--- config.mk ---
export PLATFORM = sky130hd
export DESIGN_NAME = fp_add_top
export DESIGN_NICKNAME = d
export VERILOG_FILES = /design/src/fp_add_pkg.sv /design/src/fp_add_top.sv /design/src/fp_result_pack.sv /design/src/fp_mag_adder.sv /design/src/fp_pipe_stage.sv /design/src/fp_align_shift.sv /design/src/fp_operand_unpack.sv
export VERILOG_INCLUDE_DIRS = /design/src
export SDC_FILE = /design/constraint.sdc
export NUM_CORES = 1
export LEC_CHECK = 0
export ABC_AREA = 1
export ABC_CLOCK_PERIOD_IN_PS = 6500
export BUFFER_PORTS_ARGS = -buffer_cell sky130_fd_sc_hd__buf_2
export CORE_MARGIN = 2
export CORE_UTILIZATION = 59
export DETAILED_ROUTE_END_ITERATION = 8
export PLACE_DENSITY = 0.89
export SETUP_SLACK_MARGIN = 0.3
export SYNTH_ARGS = -nofsm -noshare
export SYNTH_HDL_FRONTEND = slang
export SYNTH_HIERARCHICAL = 1
export SYNTH_SLANG_ARGS = --single-unit
--- constraint.sdc ---
create_clock -name clk -period 6.5 [get_ports clk]
set_input_delay 0 -clock clk [delete_from_list [all_inputs] [get_ports clk]]
set_output_delay 0 -clock clk [all_outputs]
set_load 0.01 [all_outputs]
--- src/fp_add_params.svh ---
/* width and constant macros for the binary32 add/sub front end */

`ifndef FP_ADD_PARAMS_SVH
`define FP_ADD_PARAMS_SVH

////////////////////////////////////////
// field widths

// binary32 exponent and stored fraction
`define FP_EXPO_WIDTH 8
`define FP_FRAC_WIDTH 23

// guard, round, sticky
`define FP_GRS_WIDTH 3

// tag and rounding mode
`define FP_ID_WIDTH 3
`define FP_RM_WIDTH 3

////////////////////////////////////////
// constants

// round toward negative infinity
`define FP_RM_RDN 3'd2

// quiet nan, exponent all ones and top fraction bit set
`define FP_CANONICAL_NAN {1'b0, {`FP_EXPO_WIDTH{1'b1}}, 1'b1, {(`FP_FRAC_WIDTH-1){1'b0}}}

`endif
--- src/fp_add_pkg.sv ---
/* shared field types and the stage A / stage B payload structs */

`default_nettype none

`include "fp_add_params.svh"

package fp_add_pkg;

  typedef logic [`FP_EXPO_WIDTH+`FP_FRAC_WIDTH:0] flt_t;
  typedef logic [`FP_EXPO_WIDTH-1:0] expo_t;
  // hidden bit plus fraction
  typedef logic [`FP_FRAC_WIDTH:0] mant_t;
  typedef logic [`FP_GRS_WIDTH-1:0] grs_t;
  typedef logic [`FP_ID_WIDTH-1:0] id_t;
  typedef logic [`FP_RM_WIDTH-1:0] rm_t;

  // after swap and alignment
  typedef struct packed {
    logic  big_sign;
    expo_t big_expo;
    mant_t big_mant;
    mant_t small_mant;
    grs_t  small_grs;
    logic  subtract;
    logic  zero_sign;
    logic  same_expo;
    logic  invalid;
    logic  is_nan;
    logic  is_inf;
    logic  inf_sign;
  } align_payload_t;

  // after the magnitude adder, mag holds carry, hidden and fraction
  typedef struct packed {
    logic [`FP_FRAC_WIDTH+1:0] mag;
    grs_t  grs;
    expo_t big_expo;
    logic  sign;
    logic  subtract;
    logic  zero_sign;
    logic  same_expo;
    logic  invalid;
    logic  is_nan;
    logic  is_inf;
    logic  inf_sign;
  } sum_payload_t;

endpackage

`default_nettype wire

--- src/fp_add_top.sv ---
/* two-stage pipelined binary32 add/sub front end */

`default_nettype none

`include "fp_add_params.svh"

module fp_add_top (
  input  logic             clk,
  input  logic             rst,
  input  fp_add_pkg::flt_t a,
  input  fp_add_pkg::flt_t b,
  input  logic             sub,
  input  fp_add_pkg::rm_t  rm,
  input  logic             new_request,
  input  fp_add_pkg::id_t  issue_id,
  input  logic             ack,
  output logic             ready,
  output logic             done,
  output fp_add_pkg::id_t  wb_id,
  output fp_add_pkg::flt_t wb_rd,
  output logic             wb_carry,
  output logic             wb_hidden,
  output fp_add_pkg::grs_t wb_grs,
  output logic [4:0]       wb_clz,
  output logic             wb_invalid,
  output logic             wb_special
);

  logic                       big_sign, subtract, zero_sign, same_expo;
  logic                       invalid, is_nan, is_inf, inf_sign;
  fp_add_pkg::expo_t          big_expo, expo_diff;
  fp_add_pkg::mant_t          big_mant, small_mant, small_aligned;
  fp_add_pkg::grs_t           small_grs, sum_grs;
  logic [`FP_FRAC_WIDTH+1:0]  sum_mag;
  logic                       borrow, a_valid, b_advance;
  fp_add_pkg::id_t            a_id;
  fp_add_pkg::align_payload_t a_in, a_out;
  fp_add_pkg::sum_payload_t   b_in, b_out;

  ////////////////////////////////////////
  // unpack and align

  fp_operand_unpack u_unpack (
    .a(a), .b(b), .sub(sub), .rm(rm),
    .big_sign(big_sign), .big_expo(big_expo), .big_mant(big_mant),
    .small_mant(small_mant), .expo_diff(expo_diff), .subtract(subtract),
    .zero_sign(zero_sign), .same_expo(same_expo), .invalid(invalid),
    .is_nan(is_nan), .is_inf(is_inf), .inf_sign(inf_sign)
  );

  fp_align_shift u_align (
    .mant(small_mant), .shift(expo_diff), .aligned(small_aligned), .grs(small_grs)
  );

  assign a_in = '{big_sign: big_sign, big_expo: big_expo, big_mant: big_mant,
                  small_mant: small_aligned, small_grs: small_grs,
                  subtract: subtract, zero_sign: zero_sign, same_expo: same_expo,
                  invalid: invalid, is_nan: is_nan, is_inf: is_inf,
                  inf_sign: inf_sign};

  fp_pipe_stage #(.payload_t(fp_add_pkg::align_payload_t)) stage_a (
    .clk(clk), .rst(rst), .in_valid(new_request), .in_id(issue_id), .in_data(a_in),
    .next_advance(b_advance), .advance(ready), .valid(a_valid), .id(a_id), .data(a_out)
  );

  ////////////////////////////////////////
  // add and writeback

  fp_mag_adder u_adder (
    .big_mant(a_out.big_mant), .small_mant(a_out.small_mant),
    .small_grs(a_out.small_grs), .subtract(a_out.subtract),
    .mag(sum_mag), .mag_grs(sum_grs), .borrow(borrow)
  );

  // sign of the larger operand, flipped when the subtraction borrowed
  assign b_in = '{mag: sum_mag, grs: sum_grs, big_expo: a_out.big_expo,
                  sign: a_out.big_sign ^ borrow, subtract: a_out.subtract,
                  zero_sign: a_out.zero_sign, same_expo: a_out.same_expo,
                  invalid: a_out.invalid, is_nan: a_out.is_nan,
                  is_inf: a_out.is_inf, inf_sign: a_out.inf_sign};

  fp_pipe_stage #(.payload_t(fp_add_pkg::sum_payload_t)) stage_b (
    .clk(clk), .rst(rst), .in_valid(a_valid), .in_id(a_id), .in_data(b_in),
    .next_advance(ack | ~done), .advance(b_advance), .valid(done), .id(wb_id),
    .data(b_out)
  );

  fp_result_pack u_pack (
    .sum(b_out), .rd(wb_rd), .carry(wb_carry), .hidden(wb_hidden), .grs(wb_grs),
    .clz(wb_clz), .invalid(wb_invalid), .special(wb_special)
  );

endmodule

`default_nettype wire

--- src/fp_result_pack.sv ---
/* zero detect, result sign, leading zero count and special results */

`default_nettype none

`include "fp_add_params.svh"

module fp_result_pack (
  input  fp_add_pkg::sum_payload_t sum,
  output fp_add_pkg::flt_t         rd,
  output logic                     carry,
  output logic                     hidden,
  output fp_add_pkg::grs_t         grs,
  output logic [4:0]               clz,
  output logic                     invalid,
  output logic                     special
);

  localparam int FW = `FP_FRAC_WIDTH;

  logic              is_zero;
  logic              res_sign;
  fp_add_pkg::expo_t res_expo;
  logic [4:0]        lz;

  ////////////////////////////////////////
  // zero result and sign

  // a non-zero exact result can only cancel when exponents matched
  assign is_zero = sum.same_expo & ~|sum.mag & ~|sum.grs;

  // exact zero from a subtraction takes its sign from the rounding mode
  assign res_sign = (is_zero & sum.subtract) ? sum.zero_sign : sum.sign;
  assign res_expo = is_zero ? '0 : sum.big_expo;

  assign special = sum.is_nan | sum.is_inf;
  assign invalid = sum.invalid;

  ////////////////////////////////////////
  // leading zeros of hidden plus fraction

  always_comb begin
    lz = 5'(FW + 1);
    // upward scan, the highest set bit wins
    for (int i = 0; i <= FW; i++) begin
      if (sum.mag[i]) begin
        lz = 5'(FW - i);
      end
    end
  end

  assign clz = (sum.mag[FW+1] | special) ? 5'd0 : lz;

  ////////////////////////////////////////
  // writeback fields
  assign carry  = special ? 1'b0 : sum.mag[FW+1];
  assign hidden = special ? 1'b0 : sum.mag[FW];
  assign grs    = special ? '0 : sum.grs;

  always_comb begin
    if (sum.is_nan) begin
      rd = `FP_CANONICAL_NAN;
    end else if (sum.is_inf) begin
      rd = {sum.inf_sign, {`FP_EXPO_WIDTH{1'b1}}, {FW{1'b0}}};
    end else begin
      rd = {res_sign, res_expo, sum.mag[FW-1:0]};
    end
  end

endmodule

`default_nettype wire

--- src/fp_mag_adder.sv ---
/* magnitude add or subtract with borrow correction */

`default_nettype none

`include "fp_add_params.svh"

module fp_mag_adder (
  input  fp_add_pkg::mant_t          big_mant,
  input  fp_add_pkg::mant_t          small_mant,
  input  fp_add_pkg::grs_t           small_grs,
  input  logic                       subtract,
  output logic [`FP_FRAC_WIDTH+1:0]  mag,
  output fp_add_pkg::grs_t           mag_grs,
  output logic                       borrow
);

  // extended operand width of significand plus grs
  localparam int XW = `FP_FRAC_WIDTH + 1 + `FP_GRS_WIDTH;

  logic [XW:0]   in_big;
  logic [XW:0]   in_small;
  logic [XW+1:0] raw;
  logic [XW:0]   fixed;

  // one bit of headroom for the carry of an addition
  assign in_big   = {1'b0, big_mant, {`FP_GRS_WIDTH{1'b0}}};
  assign in_small = {1'b0, small_mant, small_grs} ^ {(XW+1){subtract}};

  // ones complement plus carry-in gives big - small
  assign raw = {1'b0, in_big} + {1'b0, in_small} + {{(XW+1){1'b0}}, subtract};

  // no carry out on a subtract means small was the larger one
  assign borrow = subtract & ~raw[XW+1];

  // negate back to the true magnitude
  assign fixed = borrow ? (~raw[XW:0] + {{XW{1'b0}}, 1'b1}) : raw[XW:0];

  assign mag     = fixed[XW:`FP_GRS_WIDTH];
  assign mag_grs = fixed[`FP_GRS_WIDTH-1:0];

endmodule

`default_nettype wire

--- src/fp_pipe_stage.sv ---
/* one pipeline register stage with valid, tag and typed payload */

`default_nettype none

module fp_pipe_stage #(
  parameter type payload_t = logic
) (
  input  logic            clk,
  input  logic            rst,
  input  logic            in_valid,
  input  fp_add_pkg::id_t in_id,
  input  payload_t        in_data,
  input  logic            next_advance,
  output logic            advance,
  output logic            valid,
  output fp_add_pkg::id_t id,
  output payload_t        data
);

  // move when empty or when the next stage takes our contents
  assign advance = ~valid | next_advance;

  always_ff @(posedge clk) begin
    if (rst) begin
      valid <= 1'b0;
    end else if (advance) begin
      valid <= in_valid;
    end
  end

  always_ff @(posedge clk) begin
    if (advance) begin
      id   <= in_id;
      data <= in_data;
    end
  end

endmodule

`default_nettype wire

--- src/fp_align_shift.sv ---
/* right-shift alignment of the smaller significand with guard, round and sticky */

`default_nettype none

`include "fp_add_params.svh"

module fp_align_shift (
  input  fp_add_pkg::mant_t mant,
  input  fp_add_pkg::expo_t shift,
  output fp_add_pkg::mant_t aligned,
  output fp_add_pkg::grs_t  grs
);

  // significand width and its width with grs positions appended
  localparam int MW = `FP_FRAC_WIDTH + 1;
  localparam int XW = MW + `FP_GRS_WIDTH;

  // upper half keeps the aligned value, lower half catches shifted-out bits
  logic [2*XW-1:0] window;
  logic            far;

  assign window = {mant, {`FP_GRS_WIDTH{1'b0}}, {XW{1'b0}}} >> shift;

  // everything shifted past the sticky position
  assign far = shift >= fp_add_pkg::expo_t'(XW);

  always_comb begin
    aligned = '0;
    grs     = '0;
    if (far) begin
      grs[0] = |mant;
    end else begin
      aligned = window[2*XW-1 -: MW];
      grs[2]  = window[XW+2];
      grs[1]  = window[XW+1];
      // sticky collects its own position and all lower bits
      grs[0]  = window[XW] | (|window[XW-1:0]);
    end
  end

endmodule

`default_nettype wire

--- src/fp_operand_unpack.sv ---
/* operand unpacking, classification, swap and exponent difference */

`default_nettype none

`include "fp_add_params.svh"

module fp_operand_unpack (
  input  fp_add_pkg::flt_t  a,
  input  fp_add_pkg::flt_t  b,
  input  logic              sub,
  input  fp_add_pkg::rm_t   rm,
  output logic              big_sign,
  output fp_add_pkg::expo_t big_expo,
  output fp_add_pkg::mant_t big_mant,
  output fp_add_pkg::mant_t small_mant,
  output fp_add_pkg::expo_t expo_diff,
  output logic              subtract,
  output logic              zero_sign,
  output logic              same_expo,
  output logic              invalid,
  output logic              is_nan,
  output logic              is_inf,
  output logic              inf_sign
);

  localparam int EW = `FP_EXPO_WIDTH;
  localparam int FW = `FP_FRAC_WIDTH;

  logic              a_sign, b_sign;
  fp_add_pkg::expo_t a_expo, b_expo;
  fp_add_pkg::expo_t a_eff, b_eff;
  logic [FW-1:0]     a_frac, b_frac;
  fp_add_pkg::mant_t a_mant, b_mant;
  logic              a_inf, b_inf, a_nan, b_nan, a_snan, b_snan;
  logic              swap;

  // b's sign is flipped for a subtraction
  assign a_sign = a[EW+FW];
  assign b_sign = b[EW+FW] ^ sub;
  assign a_expo = a[FW+:EW];
  assign b_expo = b[FW+:EW];
  assign a_frac = a[FW-1:0];
  assign b_frac = b[FW-1:0];

  assign a_mant = {|a_expo, a_frac};
  assign b_mant = {|b_expo, b_frac};
  // subnormals sit at exponent 1 without the hidden bit
  assign a_eff = (a_expo == '0) ? fp_add_pkg::expo_t'(1) : a_expo;
  assign b_eff = (b_expo == '0) ? fp_add_pkg::expo_t'(1) : b_expo;

  ////////////////////////////////////////
  // classification
  assign a_inf  = (&a_expo) & ~|a_frac;
  assign b_inf  = (&b_expo) & ~|b_frac;
  assign a_nan  = (&a_expo) & |a_frac;
  assign b_nan  = (&b_expo) & |b_frac;
  assign a_snan = a_nan & ~a_frac[FW-1];
  assign b_snan = b_nan & ~b_frac[FW-1];

  assign invalid  = a_snan | b_snan | (a_inf & b_inf & (a_sign ^ b_sign));
  assign is_nan   = a_nan | b_nan | invalid;
  assign is_inf   = (a_inf | b_inf) & ~is_nan;
  assign inf_sign = a_inf ? a_sign : b_sign;

  ////////////////////////////////////////
  // swap, ties keep a in front
  assign swap = b_eff > a_eff;

  always_comb begin
    if (swap) begin
      big_sign   = b_sign;
      big_expo   = b_eff;
      big_mant   = b_mant;
      small_mant = a_mant;
      expo_diff  = b_eff - a_eff;
    end else begin
      big_sign   = a_sign;
      big_expo   = a_eff;
      big_mant   = a_mant;
      small_mant = b_mant;
      expo_diff  = a_eff - b_eff;
    end
  end

  assign subtract  = a_sign ^ b_sign;
  assign zero_sign = (rm == `FP_RM_RDN);
  assign same_expo = (expo_diff == '0);

endmodule

`default_nettype wire

# Word-level counts from Yosys, hierarchy flattened
# Index checks and enable logic that the tools add are counted.
[classes]
addsub = 5
muxes = 42
reduce_logical = 17
n_bitwise = 35
eq_ne = 1
n_lt_le_gt_ge = 2
div_mod_pow = 0
shifts = 1
multipliers = 0
[ops]
columns = ["operator", "n"]
rows = [
  ["5-bit 2-to-1 mux", 17],
  ["32-bit 2-to-1 mux", 2],
  ["54-bit by 8-bit right shift with 54-bit output", 1],
  ["24-bit 2-to-1 mux", 2],
  ["23-bit OR reduction", 2],
  ["8-bit 2-to-1 mux", 5],
  ["4-bit 2-to-1 mux", 8],
  ["27-bit by 28-bit adder with 29-bit output", 1],
  ["29-bit by 1-bit adder with 29-bit output", 1],
  ["28-bit by 1-bit adder with 28-bit output (second input constant)", 1],
  ["28-bit 2-to-1 mux", 1],
  ["28-bit NOT", 1],
  ["27-bit by 28-bit XOR with 28-bit output", 1],
  ["27-bit OR reduction", 1],
  ["25-bit OR reduction", 1],
  ["8-bit logical NOT", 3],
  ["24-bit OR reduction", 1],
  ["8-bit AND reduction", 2],
  ["8-bit OR reduction", 2],
  ["8-bit subtractor", 2],
  ["1-bit AND", 13],
  ["1-bit OR", 11],
  ["8-bit by 5-bit greater-or-equal comparator with 1-bit output (second input constant)", 1],
  ["8-bit > comparator", 1],
  ["other kinds (7)", 22],
]
[totals]
output_inout_bits = 49
mem_count = 0
wordCells = 131
rom_bits = 0
ff_bits = 119
mem_bits_rw = 0
latch_bits = 0

# Depth between registers and ports, before layout
# Gate-level depths: netlist of the first run.
[depth]
word_depth = 25
depth_mapped = 36

# By module
# Netlist of the first run, hierarchy kept.
[modules_own_cells]
columns = ["mod", "cells_each", "n_inst", "area_each_um2", "seq_area_each_um2"]
rows = [
  ["fp_mag_adder", 629, 1, 3173.0, 0.0],
  ["fp_align_shift", 414, 1, 2149.6, 0.0],
  ["fp_pipe_stage at stage_a", 75, 1, 2144.6, 2122.0],
  ["fp_operand_unpack", 406, 1, 2013.2, 0.0],
  ["fp_pipe_stage at stage_b", 52, 1, 1453.9, 1431.4],
  ["fp_result_pack", 146, 1, 605.6, 0.0],
  ["fp_add_top", 7, 1, 26.3, 0.0],
]

# Least setup slack after synthesis of the first run
# No wires, ideal clock.
[synth_path]
kind = "input-to-reg"
startpoint = "input port a[25]"
endpoint = "register stage_a/data[7] (netlist name) (data pin)"
arrival_ns = 3.152
path_stages = 33
required_time_ns = 6.240
slack_ns = 3.089
cell_sequence = "inv_1 nand2_1 nor4_1 nor2_1 inv_1 ha_1 inv_1 fa_1 nand2_1 nand2_1 nand3_2 nand2_4 nand2_4 buf_6 nand3_1 nand2_2 inv_2 buf_6 buf_6 nand3_2 nand3_1 nand3_1 nand2_1 nand2_2 nand2_1 nor2_2 nand2_1 a21oi_1 nand2_1 nor2_1 nand2_1 nand2_1 a21oi_1"
[synth_via]
elab_chain_cells = 8
[synth_lines]
columns = ["item", "line_no", "rtl"]
rows = [
  ["from (decl)", "fp_add_top.sv:10", "input fp_add_pkg::flt_t a,"],
  ["8-bit logical NOT", "fp_operand_unpack.sv:48", "assign a_eff = (a_expo == '0) ? fp_add_pkg::expo_t'(1) : a_expo;"],
  ["8-bit 2-to-1 mux (*)", "fp_operand_unpack.sv:48", ""],
  ["8-bit subtractor, or another cell as far along", "fp_operand_unpack.sv:81", "expo_diff = a_eff - b_eff;"],
  ["8-bit 2-to-1 mux (*)", "fp_operand_unpack.sv:70", "if (swap) begin"],
  ["via expo_diff[7]", "fp_add_top.sv:31", "fp_add_pkg::expo_t big_expo, expo_diff;"],
  ["54-bit by 8-bit right shift with 54-bit output", "fp_align_shift.sv:22", "assign window = {mant, {`FP_GRS_WIDTH{1'b0}}, {XW{1'b0}}} >> shift;"],
  ["27-bit OR reduction", "fp_align_shift.sv:37", "grs[0] = window[XW] | (|window[XW-1:0]);"],
  ["1-bit OR", "fp_align_shift.sv:37", ""],
  ["1-bit 2-to-1 mux (*)", "fp_align_shift.sv:30", "if (far) begin"],
  ["via small_grs[0]", "fp_add_top.sv:33", "fp_add_pkg::grs_t small_grs, sum_grs;"],
  ["to (signal assigned)", "fp_pipe_stage.sv:34", "data <= in_data;"],
  ["to (decl)", "fp_pipe_stage.sv:17", "output payload_t data"],
]
# Mark *: on every way through the listed nets, which the timed path passes. The rest lies on a longest branch.
# A chain may end at the register's enable or synchronous reset.

# Final worst setup path of the first run
[layout_path]
startpoint = "input port a[29]"
endpoint = "register stage_a/data[7] (netlist name) (data pin)"
# Same word-level chain as after synthesis.

==> metrics.md, run 1 <==
| Metric | Value |
|---|---|
| Mux share of post-synthesis cell area | 0.000865 |
| Standard-cell rows | just over 50 |
| Initial cell density of the core | 0.598 |
| Part of the Yosys area used for sequential elements | 0.307 |
| Most common cell type on the critical path | sky130_fd_sc_hd__nand2_1 |
| Commonest cells after routing, fill and taps aside | sky130_fd_sc_hd__nand2_1 (529), sky130_fd_sc_hd__inv_1 (251), sky130_fd_sc_hd__nand3_1 (203) |
| Final worst setup slack | between 1 and 1.5 ns |
| NetSw | between 2 and 2.5 mW |
| Worst-Margin Slew | around 1.1 ns |
| Count of synthesis-stage warnings from yosys | 6 |
| Layout Skew | 0.00917 ns |
| Ports | between 100 and 150 |
| Ratio of final minimum period to clock period | 0.796 |
| Arithmetic-cell share of the synthesized area counting full adders, half adders and majority gates | 0.0500 |
| Minimum clock period after layout | just over 5 ns |
| Setup repair after global routing missed its margin | no |
| Clock latency on the worst-skew pair | 0.43 ns |
| Maximum buffer depth of the clock tree | 2 |
| First-pass GRT wire length | 55500 um |
| Placed cell area | roughly 0.012 mm2 |
| Main combinational cell family by area after synthesis | simple AND/OR/NAND/NOR gates |
| Number of vias after detailed routing | around 12000 |
| Relative contribution of the clock network to total power | 0.227 |
| Worst hold-check path type | in2reg |
| Power per cell area | 346 mW/mm2 |
| Final hold violation count | 0 |
| Buffer cell driving the clock tree root | sky130_fd_sc_hd__clkbuf_16 |
| Startpoint types | primary input |
| Fin Setup TNS | 0 ns |
| TritonCTS clock tree | built |
| Simple-gate share of the synthesized area | 0.416 |
| Portion of total power attributed to sequential cells | 0.253 |
| Endpoint type of the worst setup path | register |
| Worst setup path category | in2reg |
| Cell Int Power | roughly 2.5 mW |
| Switching part of the total | 0.457 |
| Lkg Pwr | 6.87 nW |
| Most common cell after layout, fill and taps aside | sky130_fd_sc_hd__nand2_1 |
| Combinational power share | 0.519 |
| Gate count after technology mapping | ~1700 |
| EDFF count, synth | between 100 and 150 |
| Post-synthesis instance area | between 0.01 and 0.015 mm2 |
| Vias per inst | roughly 5.5 |
| Final setup vio count | 0 |
| Routed wire per std cell | approximately 17 um |
| Worst slack after detailed placement | approximately 1.7 ns |
| Half-perimeter wire length of the detailed placement result | around 27000 um |
| Final antenna-violating net count | 0 |
| Layout overhead on the synthesized area | 13.8% |
| Post-detailed-routing wire length | around 35000 um |
| CTS-repair resized insts | 0 |
| Routability-driven placement congestion ratio | about 1.1 |
| Xor/xnor cell area share of the yosys netlist | 0.0402 |
| Fillcell total | approximately 1600 |
| Critical-path top delay cell | sky130_fd_sc_hd__dlygate4sd3_1 |
| Unique cell type count in the Yosys netlist | 51 |
| Number of I/O port buffers | around 120 |
| Largest net degree at the start of global routing | 73 |
| Count of routing violations after the opening detailed-route iteration | between 1000 and 1500 |
| Clock Pin Slew Worst Setup and Hold Paths | roughly 0.06 ns |
| Initial antenna violation count | 3 |
| Area fraction in compound gates after synthesis | 0.0604 |
| First-pass detailed-route iteration total | 8 |
| Prevailing post-synth register cell | sky130_fd_sc_hd__edfxtp_1 |
| Number of buffers inserted by post-CTS setup repair | 0 |
| Width of the chip | about 140 um |
| Height of the die | 144 um |
| Count of clock tree sinks | 119 |
| Total CTS buffers | 17 |
| DIE AREA | just over 0.02 mm2 |
| Count of maximum capacitance violations | 0 |
| Final core area utilization | 0.681 |
| Post-synth net total | approximately 1800 |
| Crit path largest cell delay | around 0.53 ns |
| Fraction of registers with async set or reset after synthesis | 0 |
| Total global-route track usage | 0.350 |
| Worst hold slack | roughly 0.013 ns |
| FMAX | 0.193 GHz |
| Post-synthesis average cell area | around 6.7 um2 |
| Std-Cell Core Area | ~0.019 mm2 |
| Fraction of final layout cells sized beyond drive strength 1 | 0.153 |
| Result of the run | completed |
| Final std cell area, no fill | 0.0132 mm2 |
| Worst-path maximum fanout | 66 |
| Total overflow reported by the global router | 0 |
| H-Tree Depth | 4 |
| Count of state elements after synthesis | 119 |
| Maximum resistive drop on vdd | 0.179 mV |
| Via count of the first global-routing pass | ~11000 |
| Final number of max-transition violations | 0 |
| DRC Markers | 0 |
| Critical path required time | 6.78 ns |
| Slew headroom | 0.274 |
| Final-stage net count | roughly 2000 |
| Worst Path Arrival | 5.45 ns |
==> layout make-up <==
cell class / count / area, um2 / area share
Inverter: 273 / 1030 / 0.0784
Antenna cell: 3 / 7.51 / 0.000570
Timing Repair Buffer: 168 / 1030 / 0.0785
Tap cell: 265 / 332 / 0.0252
Multi-Input combinational cell: 1270 / 6560 / 0.499
Clock inverter: 15 / 214 / 0.0163
Sequential cell: 119 / 3550 / 0.270
Clock buffer: 17 / 425 / 0.0323
==> through the flow <==
step | power (mW) | cells
final | 4.56 | 2130
after global routing | 4.88 | 2130
after detailed placement | 3.43 | 2063
after CTS | 4.51 | 2127
after floorplan | 2.87 | 1729
after global placement | 3.37 | 2063
==> worst max-delay path: cells and delay by family <==
kind	cells	cell delay, ns
adders and majority gates	2	0.54
and+or+nand+nor	21	2.61
AOI/OAI and AO/OA	3	0.46
buffers and inverters	8	1.82
==> worst paths after layout <==
check	startpoint	endpoint	slack [ns]	cells after the start
min reg2reg	stage_a/data[1]	stage_b/data[1]	0.41	0
max reg2reg	stage_a/data[6]	stage_b/data[25]	1.96	14
max	a[29]	stage_a/data[7]	1.32	34
min	b[20]	stage_a/data[54]	0.01	3
==> registers in the layout, indices dropped and copies added, names as in the netlist <==
register	count
stage_b/data	44
stage_a/id	3
stage_a/data	67
stage_b/valid	1
stage_b/id	3
stage_a/valid	1
==> kinds of logic (layout without fill, tap and decap cells) <==
kind of cell	Yosys count	count (layout)
AND/OR/NAND/NOR	1046	1046
buffers and inverters	340	473
AO/OA/AOI/OAI	127	127
flip-flops	119	119
XOR/XNOR	51	51
adder cells (fa/ha/maj)	45	45
multiplexers	1	1
other	0	3
==> cell usage after synthesis, types with 19 or more instances <==
library cell / count / area (um2)
sky130_fd_sc_hd__a21oi_1: 30 / 150
sky130_fd_sc_hd__clkbuf_1: 21 / 78.8
sky130_fd_sc_hd__edfxtp_1: 117 / 3510
sky130_fd_sc_hd__ha_1: 43 / 538
sky130_fd_sc_hd__inv_1: 251 / 942
sky130_fd_sc_hd__nand2_1: 529 / 1990
sky130_fd_sc_hd__nand2_2: 19 / 119
sky130_fd_sc_hd__nand3_1: 203 / 1020
sky130_fd_sc_hd__nand3_2: 48 / 480
sky130_fd_sc_hd__nand4_1: 36 / 225
sky130_fd_sc_hd__nor2_1: 156 / 586
sky130_fd_sc_hd__o21ai_0: 66 / 330
sky130_fd_sc_hd__xor2_1: 47 / 412
==> power groups by stage <==
stage | logic [mW] | clock network (mW) | registers [mW]
final | 2.37 | 1.04 | 1.15
after global placement | 2.22 | 0 | 1.15
after global routing | 2.64 | 1.07 | 1.17
after CTS | 2.31 | 1.04 | 1.15
after detailed placement | 2.27 | 0 | 1.16
after floorplan | 1.75 | 0 | 1.12
==> routing by layer <==
metal / vias up / GRT usage / part of all wire
met2: 563 / 0.610 / 0.48
met5: - / 0 / 0
met1: 5339 / 0.425 / 0.40
met3: 108 / 0.0470 / 0.070
met4: 0 / 0.177 / 0.048
li1: 5810 / - / -
==> repair_timing <==
item	in CTS	in global routing
endpoints found under the hold margin	27	0
endpoints found under the setup margin	0	0
hold buffers	32	0
No activity file was read; power rests on OpenSTA's default activity.
==> inputs of run 2 (changes only) <==
--- a/config.mk
+++ b/config.mk
@@ -7,12 +7,12 @@
 export NUM_CORES = 1
 export LEC_CHECK = 0
 export ABC_AREA = 1
-export ABC_CLOCK_PERIOD_IN_PS = 6500
+export ABC_CLOCK_PERIOD_IN_PS = 4190
 export BUFFER_PORTS_ARGS = -buffer_cell sky130_fd_sc_hd__buf_2
 export CORE_MARGIN = 2
-export CORE_UTILIZATION = 59
+export CORE_UTILIZATION = 55
 export DETAILED_ROUTE_END_ITERATION = 8
-export PLACE_DENSITY = 0.89
+export PLACE_DENSITY = 0.87
 export SETUP_SLACK_MARGIN = 0.3
 export SYNTH_ARGS = -nofsm -noshare
 export SYNTH_HDL_FRONTEND = slang
==> constraint.sdc (replaced) <==
create_clock -name clk -period 4.19 [get_ports clk]
set_input_delay 0 -clock clk [delete_from_list [all_inputs] [get_ports clk]]
set_output_delay 0 -clock clk [all_outputs]
set_load 0.01 [all_outputs]
==> run 2 against run 1 <==
Against the previous run:
- the run now ends with negative hold slack left
- cell area rose by 0.76%
- worst hold slack worse by 0.050 ns
- total power increased by 53%
- setup slack got worse by 0.86 ns
- non-clock buffer count increased by 10
- critical path type unchanged
- largest cell class unchanged
==> metrics.md, run 2 (synthesis gave the netlist of run 1 again) <==
| Metric | Value |
|---|---|
| Result of the run | complete, but fails checks |
| Failing checks | negative hold slack |
| Initial antenna violation count | 5 (+2) |
| Worst hold-check path type | in2reg |
| Power per cell area | 525 mW/mm2 (+52%) |
| Critical-path top delay cell | sky130_fd_sc_hd__fa_1 |
| Worst min-delay path startpoint | a[17] |
| Vias per inst | 5.67 (+2.2%) |
| Height of the die | 149 um (+3.5%) |
| Standard-cell rows | 53 (+3.9%) |
| Global route hottest layer | met2 |
| First-pass detailed-route iteration total | 6 (-2) |
| Lkg Pwr | 6.90 nW (+0.52%) |
| Final setup vio count | 0 (unchanged) |
| Global Route met3 Usage | 0.0480 (+0.000992) |
| Ports | 124 (unchanged) |
| Ratio of final minimum period to clock period | 0.889 |
| Buffer cell driving the clock tree root | sky130_fd_sc_hd__clkbuf_16 |
| Met1 usage | 0.407 (-0.0177) |
| Slew headroom | 0.380 (+0.106) |
| Maximum resistive drop on vdd | 0.358 mV (+100%) |
| Layout overhead on the synthesized area | 14.7% |
| Worst setup path category | in2reg |
| Width of the chip | 149 um (+3.5%) |
| FMAX | 0.268 GHz |
| Half-perimeter wire length of the detailed placement result | 27400 um (+1.5%) |
| Startpoint types | primary input |
| Most common cell after layout, fill and taps aside | sky130_fd_sc_hd__nand2_1 |
| Worst-Margin Slew | 0.930 ns (-0.159 ns) |
| Fin Setup TNS | 0 ns (unchanged) |
| Total overflow reported by the global router | 0 (unchanged) |
| DRC Markers | 0 (unchanged) |
| Startpoint of the lowest-slack register-to-register path | stage_a/data[6] |
| First-pass GRT wire length | 57300 um (+3.2%) |
| Via count of the first global-routing pass | 11400 (+3.3%) |
| Endpoint type of the worst setup path | register |
| Worst hold slack | -0.0370 ns (-0.0497 ns) |
| Routed wire per std cell | 16.7 um (+0.63%) |
| Fillcell total | 1872 (+15%) |
| Total global-route track usage | 0.331 (-0.0194) |
| Maximum buffer depth of the clock tree | 2 (unchanged) |
| Final antenna-violating net count | 0 (unchanged) |
| Most common cell type on the critical path | sky130_fd_sc_hd__nand2_1 |
| Final hold violation count | 3 (+3) |
| Final core area utilization | 0.637 (-0.0438) |
| Worst-path maximum fanout | 76 (+15%) |
| DIE AREA | 0.0222 mm2 (+7.1%) |
| Top flop regs | stage_a/data x67, stage_b/data x44 |
| Count of clock tree sinks | 119 (unchanged) |
| Commonest cells after routing, fill and taps aside | sky130_fd_sc_hd__nand2_1 (529), sky130_fd_sc_hd__inv_1 (251), sky130_fd_sc_hd__nand3_1 (203) |
| TritonCTS clock tree | built |
| Setup repair after global routing missed its margin | yes |
| Layout Skew | 0.0108 ns (+0.00167 ns) |
| Overall power consumption | 6.96 mW (+53%) |
| H-Tree Depth | 4 (unchanged) |
| Std-Cell Core Area | 0.0208 mm2 (+7.7%) |
| Origin of the worst setup path | a[30] |
| Fraction of final layout cells sized beyond drive strength 1 | 0.159 (+0.00559) |
| Crit path largest cell delay | 0.39 ns (-0.14 ns) |
| Number of vias after detailed routing | 12200 (+3.1%) |
| Count of routing violations after the opening detailed-route iteration | 1548 (+26%) |
| Flip-flop count of the largest register, all copies and words added | 67 (unchanged) |
| Clock Pin Slew Worst Setup and Hold Paths | 0.06 ns (about the same) |
| Reg2Reg Setup Slack | 0.68 ns (-1.28 ns) |
| Largest net degree at the start of global routing | 77 (+5.5%) |
| Final-stage net count | 1979 (+0.51%) |
| Worst Path Arrival | 3.89 ns (-1.56 ns) |
| Post-detailed-routing wire length | 36000 um (+1.5%) |
| Critical path required time | 4.35 ns (-2.43 ns) |
| Initial cell density of the core | 0.555 (-0.0427) |
| Met2 capacity usage during global routing | 0.563 (-0.0469) |
| Routability-driven placement congestion ratio | 1.05 (-0.45%) |
| Minimum clock period after layout | about 3.7 ns |
| Count of maximum capacitance violations | 0 (unchanged) |
| Total CTS buffers | 17 (unchanged) |
| Clock latency on the worst-skew pair | 0.43 ns (about the same) |
| Final number of max-transition violations | 0 (unchanged) |
| Number of I/O port buffers | 123 (unchanged) |
| Largest reg by FF count | stage_a/data |
| Number of buffers inserted by post-CTS setup repair | 0 (unchanged) |
==> run 2: worst max-delay path: cells and delay by family <==
kind,cells,cell delay (ns)
fa+ha+maj,2,0.52
buf+inv,5,0.59
compound gates,4,0.64
simple gates,19,2.10
==> run 2: power breakdown <==
| part | total (mW) | switching, mW | internal, mW |
|---|---|---|---|
| Combinational | 3.72 | 2.49 | 1.23 |
| Sequential | 1.77 | 0.136 | 1.63 |
| Clock | 1.47 | 0.583 | 0.890 |
| Total | 6.96 | 3.21 | 3.75 |
==> run 2: through the flow <==
stage                     cells  instance area [um2]  hold slack (ns)  setup slack (ns)
final                      2149                13300          -0.0370             0.464
after global routing       2149                13300           0.0164             0.150
after CTS                  2147                13200          0.00262             0.547
after detailed placement   2082                12300            0.181             0.126
after global placement     2082                12300            0.177             0.121
after floorplan            1729                11600           0.0624             0.779
==> run 2: metal layers <==
metal | part of all wire | vias to the layer above | routed length [um]
met1 | 0.39 | 5532 | 14200
met3 | 0.077 | 148 | 2770
met2 | 0.48 | 671 | 17100
met5 | 0.00086 | - | 31
li1 | - | 5836 | -
met4 | 0.053 | 4 | 1890
==> run 2: final timing paths <==
path,cells past startpoint,end
worst max-delay path,30,stage_a/data[7]
worst min-delay path,3,stage_a/data[51]
worst max register to register,17,stage_b/data[25]
worst min register to register,0,stage_b/id[2]
==> run 2: cell type report <==
type / count / area (um2) / area share
antenna: 2 / 5.00 / 0.000377
clock buffer: 18 / 429 / 0.0324
clock inverter: 14 / 166 / 0.0125
inverter: 273 / 1030 / 0.0778
multi-input combinational: 1270 / 6580 / 0.496
sequential: 119 / 3550 / 0.268
tap: 275 / 344 / 0.0259
timing repair buffer: 178 / 1150 / 0.0868
==> run 2: timing repair <==
item,in CTS,in global routing
hold endpoints to repair,28,0
setup endpoints to repair,0,8
gates resized for setup,0,10
hold buffers,33,0
